`src/core_pkg.sv`:
```
`default_nettype none

package core_pkg;

    localparam int NUM_REGS = 32;

    typedef logic [31:0] word_t;     // Register value or operand.
    typedef logic [31:0] inst_t;     // Raw instruction word.
    typedef logic [4:0]  reg_addr_t; // Register index.
    typedef logic [2:0]  exu_cmd_t;

    // Commands from decode to execute.
    localparam exu_cmd_t CMD_NOP  = 3'd0;
    localparam exu_cmd_t CMD_ADD  = 3'd1; // Also used by lui with src2 zero.
    localparam exu_cmd_t CMD_HALT = 3'd2;

    // Major opcodes handled by the decoder.
    localparam logic [6:0] OPC_OP_IMM = 7'b0010011;
    localparam logic [6:0] OPC_OP     = 7'b0110011;
    localparam logic [6:0] OPC_LUI    = 7'b0110111;
    localparam logic [6:0] OPC_SYSTEM = 7'b1110011;

    localparam inst_t INST_EBREAK = 32'h0010_0073;

    typedef enum logic {
        ST_RUN,
        ST_HALTED
    } run_state_e;

endpackage

`default_nettype wire

```
`src/core_ifs.sv`:
```
`timescale 1ns/1ps
`default_nettype none

// Two register file read ports with data returned in the same cycle.
interface reg_read_if;
    import core_pkg::*;

    reg_addr_t raddr1;
    reg_addr_t raddr2;
    word_t     rdata1;
    word_t     rdata2;

    modport dec (
        output raddr1,
        output raddr2,
        input  rdata1,
        input  rdata2
    );

    modport rf (
        input  raddr1,
        input  raddr2,
        output rdata1,
        output rdata2
    );
endinterface

interface decode_if;
    import core_pkg::*;

    logic      valid;
    exu_cmd_t  cmd;
    word_t     src1;
    word_t     src2;
    reg_addr_t des; // Zero when nothing is written.

    modport src (output valid, output cmd, output src1, output src2, output des);
    modport snk (input valid, input cmd, input src1, input src2, input des);
endinterface

`default_nettype wire

```
`src/inst_buffer.sv`:
```
`timescale 1ns/1ps
`default_nettype none

module inst_buffer (
    input  logic            clk,
    input  logic            rst_n,
    input  logic            inst_valid,
    input  core_pkg::inst_t inst,
    output logic            inst_ready,
    input  logic            consume,
    input  logic            halted,
    output logic            buf_valid,
    output core_pkg::inst_t buf_inst
);
    import core_pkg::*;

    logic  valid_q;
    inst_t inst_q;

    // Free slot, or the held entry leaves this cycle. Nothing enters once halted.
    assign inst_ready = (!valid_q && !halted) || consume;

    always_ff @(posedge clk or negedge rst_n) begin
        if (!rst_n) begin
            valid_q <= 1'b0;
        end else if (inst_ready) begin
            valid_q <= inst_valid; // Refill or drain.
        end
    end

    always_ff @(posedge clk) begin
        if (inst_valid && inst_ready) begin
            inst_q <= inst;
        end
    end

    assign buf_valid = valid_q;
    assign buf_inst  = inst_q;

endmodule

`default_nettype wire

```
`src/idu.sv`:
```
`timescale 1ns/1ps
`default_nettype none

module idu (
    input  logic            buf_valid,
    input  core_pkg::inst_t buf_inst,
    reg_read_if.dec         rd,
    decode_if.src           dec
);
    import core_pkg::*;

    logic [6:0] opcode;
    logic [2:0] funct3;
    logic [6:0] funct7;
    logic       src1_en;
    logic       src2_en;
    logic       imm_en;
    logic       imm_u;
    logic       write_en;
    exu_cmd_t   cmd;
    word_t      imm;

    assign opcode = buf_inst[6:0];
    assign funct3 = buf_inst[14:12];
    assign funct7 = buf_inst[31:25];

    always_comb begin
        cmd      = CMD_NOP;
        src1_en  = 1'b0;
        src2_en  = 1'b0;
        imm_en   = 1'b0;
        imm_u    = 1'b0;
        write_en = 1'b0;
        case (opcode)
            OPC_OP_IMM: begin
                if (funct3 == 3'b000) begin // addi
                    cmd      = CMD_ADD;
                    src1_en  = 1'b1;
                    imm_en   = 1'b1;
                    write_en = 1'b1;
                end
            end
            OPC_OP: begin
                if (funct3 == 3'b000 && funct7 == 7'b0000000) begin // add
                    cmd      = CMD_ADD;
                    src1_en  = 1'b1;
                    src2_en  = 1'b1;
                    write_en = 1'b1;
                end
            end
            OPC_LUI: begin
                cmd      = CMD_ADD;
                imm_en   = 1'b1;
                imm_u    = 1'b1;
                write_en = 1'b1;
            end
            OPC_SYSTEM: begin
                if (buf_inst == INST_EBREAK) begin
                    cmd = CMD_HALT;
                end
            end
            default: begin
            end
        endcase
    end

    assign imm = imm_u ? {buf_inst[31:12], 12'b0} : {{20{buf_inst[31]}}, buf_inst[31:20]};

    assign rd.raddr1 = src1_en ? buf_inst[19:15] : '0;
    assign rd.raddr2 = src2_en ? buf_inst[24:20] : '0;

    // Immediate goes to src2 next to rs1 (addi), alone to src1 (lui).
    always_comb begin
        if (src1_en) begin
            dec.src1 = rd.rdata1;
        end else if (imm_en) begin
            dec.src1 = imm;
        end else begin
            dec.src1 = '0;
        end
        if (src2_en) begin
            dec.src2 = rd.rdata2;
        end else if (imm_en && src1_en) begin
            dec.src2 = imm;
        end else begin
            dec.src2 = '0;
        end
    end

    assign dec.valid = buf_valid;
    assign dec.cmd   = cmd;
    assign dec.des   = write_en ? buf_inst[11:7] : '0;

endmodule

`default_nettype wire

```
`src/regfile.sv`:
```
`timescale 1ns/1ps
`default_nettype none

module regfile (
    input  logic                clk,
    input  logic                rst_n,
    reg_read_if.rf              rd,
    input  logic                we,
    input  core_pkg::reg_addr_t waddr,
    input  core_pkg::word_t     wdata
);
    import core_pkg::*;

    word_t regs [NUM_REGS];

    always_ff @(posedge clk or negedge rst_n) begin
        if (!rst_n) begin
            for (int i = 0; i < NUM_REGS; i++) begin
                regs[i] <= '0;
            end
        end else if (we && waddr != '0) begin
            regs[waddr] <= wdata; // x0 is never written.
        end
    end

    // Reads see the old value in the cycle of a write.
    assign rd.rdata1 = regs[rd.raddr1];
    assign rd.rdata2 = regs[rd.raddr2];

endmodule

`default_nettype wire

```
`src/exu.sv`:
```
`timescale 1ns/1ps
`default_nettype none

module exu (
    input  logic                clk,
    input  logic                rst_n,
    decode_if.snk               dec,
    output logic                consume,
    output logic                we,
    output core_pkg::reg_addr_t waddr,
    output core_pkg::word_t     wdata,
    output logic                wb_valid,
    output core_pkg::reg_addr_t wb_addr,
    output core_pkg::word_t     wb_data,
    output logic                halted
);
    import core_pkg::*;

    run_state_e state;

    assign consume = dec.valid && (state == ST_RUN);

    // Only a real add with a nonzero destination writes.
    assign we    = consume && (dec.cmd == CMD_ADD) && (dec.des != '0);
    assign waddr = dec.des;
    assign wdata = dec.src1 + dec.src2;

    always_ff @(posedge clk or negedge rst_n) begin
        if (!rst_n) begin
            state <= ST_RUN;
        end else if (consume && dec.cmd == CMD_HALT) begin
            state <= ST_HALTED; // Left only by reset.
        end
    end

    always_ff @(posedge clk or negedge rst_n) begin
        if (!rst_n) begin
            wb_valid <= 1'b0;
        end else begin
            wb_valid <= we;
        end
    end

    // Retire report mirrors the write of the previous cycle.
    always_ff @(posedge clk) begin
        if (we) begin
            wb_addr <= waddr;
            wb_data <= wdata;
        end
    end

    assign halted = (state == ST_HALTED);

endmodule

`default_nettype wire

```
`src/core_top.sv`:
```
`timescale 1ns/1ps
`default_nettype none

module core_top (
    input  logic                clk,
    input  logic                rst_n,
    input  logic                inst_valid,
    input  core_pkg::inst_t     inst,
    output logic                inst_ready,
    output logic                wb_valid,
    output core_pkg::reg_addr_t wb_addr,
    output core_pkg::word_t     wb_data,
    output logic                halted
);
    import core_pkg::*;

    logic      buf_valid;
    inst_t     buf_inst;
    logic      consume;
    logic      we;
    reg_addr_t waddr;
    word_t     wdata;

    decode_if   dec_bus ();
    reg_read_if rd_bus ();

    inst_buffer i_inst_buffer (
        .clk        (clk),
        .rst_n      (rst_n),
        .inst_valid (inst_valid),
        .inst       (inst),
        .inst_ready (inst_ready),
        .consume    (consume),
        .halted     (halted),
        .buf_valid  (buf_valid),
        .buf_inst   (buf_inst)
    );

    idu i_idu (
        .buf_valid (buf_valid),
        .buf_inst  (buf_inst),
        .rd        (rd_bus.dec),
        .dec       (dec_bus.src)
    );

    regfile i_regfile (
        .clk   (clk),
        .rst_n (rst_n),
        .rd    (rd_bus.rf),
        .we    (we),
        .waddr (waddr),
        .wdata (wdata)
    );

    exu i_exu (
        .clk      (clk),
        .rst_n    (rst_n),
        .dec      (dec_bus.snk),
        .consume  (consume),
        .we       (we),
        .waddr    (waddr),
        .wdata    (wdata),
        .wb_valid (wb_valid),
        .wb_addr  (wb_addr),
        .wb_data  (wb_data),
        .halted   (halted)
    );

endmodule

`default_nettype wire

```
`config.mk`:
```
export PLATFORM = sky130hd
export DESIGN_NAME = core_top
export DESIGN_NICKNAME = d
export VERILOG_FILES = /design/src/core_pkg.sv /design/src/core_ifs.sv /design/src/inst_buffer.sv /design/src/idu.sv /design/src/regfile.sv /design/src/exu.sv /design/src/core_top.sv
export SDC_FILE = /design/constraint.sdc
export NUM_CORES = 2
export LEC_CHECK = 0
export BUFFER_PORTS_ARGS = -buffer_cell sky130_fd_sc_hd__buf_2
export CORE_ASPECT_RATIO = 0.75
export CORE_UTILIZATION = 55
export CTS_BUF_LIST = sky130_fd_sc_hd__clkbuf_16
export CTS_CLUSTER_DIAMETER = 120
export DETAILED_ROUTE_END_ITERATION = 8
export PLACE_DENSITY = 0.68
export SYNTH_ARGS = -nofsm -noshare
export SYNTH_HDL_FRONTEND = slang
export SYNTH_HIERARCHICAL = 1
export SYNTH_SLANG_ARGS = --single-unit
```
`constraint.sdc`:
```
create_clock -name clk -period 9.85 [get_ports clk]
set_clock_uncertainty 0.2 [all_clocks]
set_input_delay 2.955 -clock clk [delete_from_list [all_inputs] [get_ports clk]]
set_output_delay 2.955 -clock clk [all_outputs]
set_load 0.01 [all_outputs]
```
# [Word-level counts from Yosys, hierarchy flattened]
# Index checks and enable logic that the tools add are counted.
[classes] addsub=1 order_cmp=4 eq_ne=7 mux=28 bitwise=4 reduce_logical=16
[op_table] operator="bitwise mux 1024 bit" count=1
[op_table] operator="binary-select mux 32 bit (select 5 bit)" count=2
[op_table] operator="two-way mux 32 bit" count=9
[op_table] operator="demux 32 bit (select 5 bit)" count=1
[op_table] operator="adder 32 bit" count=1
[op_table] operator="equality test 32 x 21 -> 1 bit (second input constant)" count=1
[op_table] operator="two-way mux 31 bit" count=1
[op_table] operator=">= comparator 6 bit (second input constant)" count=3
[op_table] operator="NOT 5 -> 6 bit" count=3
[op_table] operator="two-way mux 5 bit" count=3
[op_table] operator="equality test 7 x 6 -> 1 bit (second input constant)" count=2
[op_table] operator="case mux 3 bit (4 select lines)" count=1
[op_table] operator="logical AND 1 bit" count=10
[op_table] operator="equality test 7 x 5 -> 1 bit (second input constant)" count=1
[op_table] operator="equality test 7 bit (second input constant)" count=1
[op_table] operator="zero test 7 bit" count=1
[op_table] operator="less-than comparator 6 x 1 -> 1 bit (second input constant)" count=1
[op_table] operator="two-way mux 1 bit" count=6
[op_table] operator="nonzero test 5 bit" count=1
[op_table] operator="case mux 1 bit (2 select lines)" count=2
[op_table] operator="equality test 3 x 1 -> 1 bit (second input constant)" count=1
[op_table] operator="equality test 3 x 2 -> 1 bit (second input constant)" count=1
[op_table] operator="zero test 3 bit" count=1
[op_table] operator="case mux 1 bit (3 select lines)" count=1
[op_table] operator="other kinds (4)" count=5
[word_totals] register_bits=1096 in_bits=35 out_inout_bits=40 elab_cells=98

# [Logic depth before layout (Yosys ltp)]
[logic_depth] word_depth=12 depth_mapped=25 ltp_nobuf=20

# [Hierarchy]
# The synthesis kept the hierarchy.
[by_module_without_submodules] mod="regfile" instances=1 cells_each=4601 area_each_um2=55942.4 seq_area_each_um2=25624.6
[by_module_without_submodules] mod="exu" instances=1 cells_each=291 area_each_um2=2971.6 seq_area_each_um2=1161.1
[by_module_without_submodules] mod="inst_buffer" instances=1 cells_each=38 area_each_um2=1029.7 seq_area_each_um2=985.9
[by_module_without_submodules] mod="idu" instances=1 cells_each=119 area_each_um2=960.9 seq_area_each_um2=0.0

# [Worst setup path after synthesis]
# OpenSTA, ideal clock, no wires.
[synth_path] path_kind="register to register" start="register i_inst_buffer.inst_q[12], in the netlist i_inst_buffer/buf_inst[12]" end="register i_regfile/regs[22] in the netlist's numbering" setup_time_ns=0.125 arrival_ns=6.582 required_ns=9.525 slack_ns=2.943 path_stages_with_launch=12 n_path_buf=2 synth_period_minus_slack_ns=6.907 path_cell_list="edfxtp_1 nor4_4 nand4b_4 a21oi_4 buf_6 o21a_1 nor3_1 a211oi_1 nand3_1 nor2_4 buf_6 mux2_2"
[synth_via] word_cells_on_any_way=43 classes_between="add/sub: 1; order compare: 2; eq/ne: 2; mux: 27; bitwise: 3; reduce/logical: 8"
[synth_rtl] item="from (decl)" line="inst_buffer.sv:18" source="inst_t inst_q;"
[synth_rtl] item="from (signal assigned)" line="inst_buffer.sv:33" source="inst_q <= inst;"
[synth_rtl] item="zero test 3 bit (*)" line="idu.sv:36, idu.sv:44"
[synth_rtl] item="logical AND 1 bit" line="idu.sv:44" source="if (funct3 == 3'b000 && funct7 == 7'b0000000) begin"
[synth_rtl] item="two-way mux 1 bit" line="idu.sv:44"
[synth_rtl] item="case mux 1 bit (3 select lines) (*)" line="idu.sv:34" source="case (opcode)"
[synth_rtl] item="two-way mux 5 bit (*)" line="idu.sv:92" source="assign dec.des = write_en ? buf_inst[11:7] : '0;"
[synth_rtl] item="net dec_bus.des[1]" line="core_ifs.sv:35" source="reg_addr_t des;"
[synth_rtl] item="nonzero test 5 bit (*)" line="exu.sv:24" source="assign we = consume && (dec.cmd == CMD_ADD) && (dec.des != '0);"
[synth_rtl] item="logical AND 1 bit (*)" line="exu.sv:24"
[synth_rtl] item="net we" line="core_top.sv:20" source="logic we;"
[synth_rtl] item="logical AND 1 bit (*)" line="regfile.sv:21" source="end else if (we && waddr != '0) begin"
[synth_rtl] item="to (signal, indexed assignment)" line="regfile.sv:22" source="regs[waddr] <= wdata;"
[synth_rtl] item="to (decl)" line="regfile.sv:14" source="word_t regs [NUM_REGS];"
# The timed path passes the listed nets; every way through them passes the cells marked *. The select of a mux whose other input is x is not followed.
# A chain may end at the register's enable or synchronous reset.

# [Final worst setup path]
[layout_path] start="register i_inst_buffer.inst_q[3], in the netlist i_inst_buffer/buf_inst[3]" end="register i_regfile/regs[149] in the netlist's numbering"
[layout_via] elab_chain_len=10 word_cells_on_any_way=42 classes_between="add/sub: 1; order compare: 2; eq/ne: 6; mux: 24; bitwise: 3; reduce/logical: 6"
[layout_lines] item="equality test 7 x 6 -> 1 bit" line="idu.sv:34"
[layout_lines] item="two-way mux 1 bit" line="idu.sv:34"
[layout_lines] item="two-way mux 5 bit" line="idu.sv:70" source="assign rd.raddr2 = src2_en ? buf_inst[24:20] : '0;"
[layout_lines] item="net rd_bus.raddr2[0]" line="core_ifs.sv:9" source="reg_addr_t raddr2;"
[layout_lines] item="NOT 5 -> 6 bit (not written as such)" line="regfile.sv:28" source="assign rd.rdata2 = regs[rd.raddr2];"
[layout_lines] item="binary-select mux 32 bit (select 5 bit)" line="regfile.sv:28"
[layout_lines] item="two-way mux 32 bit (not written as such) (2 in a row)" line="regfile.sv:28"
[layout_lines] item="net rd_bus.rdata2[2]" line="core_ifs.sv:11" source="word_t rdata2;"
[layout_lines] item="two-way mux 32 bit" line="idu.sv:81" source="if (src2_en) begin"
[layout_lines] item="net dec_bus.src2[2]" line="core_ifs.sv:34" source="word_t src2;"
[layout_lines] item="adder 32 bit" line="exu.sv:26" source="assign wdata = dec.src1 + dec.src2;"
[layout_lines] item="net wdata[21]" line="core_top.sv:22" source="word_t wdata;"
[layout_lines] item="bitwise mux 1024 bit" line="regfile.sv:22"
# The timed path passes the listed nets, and every way through them passes these cells. The select of a mux whose other input is x is not followed.

==> impl_metrics.ini <==
[cts]
cts_buffer_depth = 3
numCtsBuffers = 112
cts_setup_buffers = 0
cts_sinks = 1096
cts-htree-levels = 3
cts.repair.resized = 0
ctsRootBufferMaster = clkbuf_16
clk_pin_slew_ns = 0.06
insertion_delay_ns = 0.74
cts_tree = done
ctsHoldBuffers = 0

[global_route]
antenna_found_initial = 5
grt_overflow_total = 0
grt_max_degree = 177
grt_usage_pct = 34.9
grt_pass1_vias = 42200
grt_pass1_wl_um = 290000

[detailed_routing]
drc = 0
wl_um = 199000
met1Wirelength_um = 87200
antenna_left = 0
met2_wirelength_um = 84000
topRoutingLayerUsed = met5
drt_iter0_markers = 4690
wl_met3_um = 19200
num_vias = 43500
wl_per_cell_um = 30.9
vias_per_cell = 6.77
firstDrtPassIters = 5

[final_layout]
fillCellCount = 8889
fin_util_pct = 60.0
drive_gt1_share_pct = 28.8
final_area_mm2 = 0.0657
area_growth_syn_to_layout_pct = 7.92
fin_cells = 6425
final_net_count = 4954

[logic_synthesis]
synth_commonest_cells = 1027 x dfrtp_1, 1024 x mux2i_1, 953 x mux2_2
yosysSeqAreaShare_pct = 45.6
synthesis.area_mm2 = 0.0609
synth_compound_area_share_pct = 8.45
synth_nets = 5116
synth_fa_ha_area_share_pct = 0.670
synthFlopType = dfrtp_1
synth_area_leaders = dfrtp_1 42%, mux2_2 18%, mux2i_1 17%, edfxtp_1 3.4%, a22oi_1 2.4%
synth_mux_area_share_pct = 35.2
yosysWarnings = 6
synth_edf_count = 69
synth-simple-area-share_pct = 5.16
ys_types = 73
syn_area_per_cell_um2 = 12.1
synth_top_family_by_area = multiplexers
synth-xor-area-share_pct = 0.431
yosysMostFrequentCell = dfrtp_1
synth_top_cell_by_area = dfrtp_1
ys_seq_elements = 1096
yosysTopAreaCellShare_pct = 42.2
synthCells = 5049
async_flop_share_pct = 93.7

[worst_setup_path]
r2r_start = i_inst_buffer/buf_inst[3]
crit_fanout = 37
crit_arrival_ns = 8.26
critical_path_required_ns = 10.30
crit_type = register to register
cp-start-kind = register
end_kind = register
crit_start = i_inst_buffer/buf_inst[3]

[timing]
slew_violations = 0
final-hold-violation-count = 0
setup_viol = 0
finalCritPeriodShare_pct = 79.3
slew_headroom_pct = 12.0
fin_ws_ns = 2.04
fmax_ghz = 0.128
finalSetupTns_ns = 0
rsz0062_at_grt = false
whs_ns = 0.199
period_minus_slack_ns = 7.81
worstMarginPinSlew_ns = 1.32

[pwr]
ir_worst_vdd_mv = 0.185
switchingPower_mw = 1.99
comb_power_share_pct = 1.4
power.total_mw = 8.93
intPower_mw = 6.94
clkPwrFrac_pct = 47.5
p_seq_share_pct = 51.1
p_leak_nw = 28.3
p_sw_share_pct = 22.3
p_per_area_mw_per_mm2 = 136

[placed_design]
place_area_mm2 = 0.0622
gp_congestion = 0.934
dpl.hpwl_um = 116000
port_buffers = 74
place_inst = 6217
dpl_worst_slack_ns = 2.29

[die]
core_area_mm2 = 0.110
dieHeight_um = 290
initial_utilization_pct = 55.6
die_w_um = 386
ios = 75
rows = 105
die_area_mm2 = 0.112

[worst_hold_path]
hold_start = i_regfile/regs[1017]
hp-class = register to register

[status]
status = completed

[job]
maxCapViolCount = 0
[layer usage]
metal	vias to the layer above	track usage (%)
met5	-	0.215
met4	6	12.6
met3	462	8.29
met2	2061	49.6
met1	22600	51.6
li1	18400	-
[worst max-delay path: stages (launching register included)]
cell      delay [ns]
edfxtp_1        0.36
and3b_1         0.47
nand4b_4        0.24
nor2_4          0.32
buf_4           0.39
and2_1          0.34
and2_4          0.70
a22o_1          0.27
nor3_1          0.05
a31oi_1         0.25
nand3_1         0.25
a22o_1          0.27
ha_1            0.43
nand3_1         0.12
nand2_1         0.19
a31oi_1         0.24
o41ai_2         0.73
nand2_1         0.12
o31ai_1         0.39
xor2_2          0.75
buf_4           0.38
mux2_2          0.20
[final cells by class]
| cell class | count | area, um^2 | area share [%] |
|---|---|---|---|
| antenna | 3 | 7.51 | 0.0114 |
| tap | 1444 | 1810 | 2.75 |
| clock buffer | 114 | 2850 | 4.34 |
| multi-input combinational | 3445 | 30800 | 46.8 |
| inverter | 7 | 26.3 | 0.0400 |
| clock inverter | 91 | 706 | 1.07 |
| timing repair buffer | 225 | 1800 | 2.74 |
| sequential | 1096 | 27800 | 42.3 |
[layout by cell type (no fill, tap or decap), types with 19 or more instances in the layout]
master	count
nor2_4	19
mux2_1	39
clkbuf_16	114
a21o_1	37
nand3_1	206
nand2_1	217
ha_1	31
dfrtp_1	1027
a22oi_1	193
buf_4	128
a22o_1	151
inv_1	32
clkinv_1	31
edfxtp_1	69
mux2_2	953
buf_2	73
a21oi_1	215
buf_12	23
and2_1	23
a31oi_1	70
mux2i_1	1024
nor3_1	74
[sequential cells by signal (all words and copies together) (netlist names)]
signal / flops
i_exu/halted: 1
i_regfile/regs: 1024
i_exu/wb_addr: 5
i_inst_buffer/buf_inst: 32
i_exu/wb_data: 32
i_exu/wb_valid: 1
i_inst_buffer/buf_valid: 1
[power by group through the flow]
stage	registers, mW	clock network, mW	logic, mW
floorplan	4.64	0	0.0152
global placement	4.65	0	0.129
detailed placement	4.65	0	0.130
CTS	4.56	4.28	0.130
global route	4.56	4.46	0.143
finish	4.56	4.24	0.126
[final timing paths]
kind | slack [ns] | endpoint | depth (start not counted)
max | 2.04 | i_regfile/regs[149] | 21
min reg2reg | 0.20 | i_regfile/regs[1017] | 0
min in group asynchronous | 2.11 | i_regfile/regs[938] | 1
max reg2reg | 2.04 | i_regfile/regs[149] | 21
min | 0.20 | i_regfile/regs[1017] | 0
max in group asynchronous | 5.52 | i_regfile/regs[637] | 3
[cells by family (layout without fill, tap and decap cells)]
group,Yosys count,in the layout
multiplexers,2016,2016
flip-flops,1096,1096
AO/OA/AOI/OAI,736,736
AND/OR/NAND/NOR,630,630
buffers and inverters,508,437
adder cells (fa/ha/maj),32,32
XOR/XNOR,30,30
other,1,4
(Power assumes the default switching activity.)
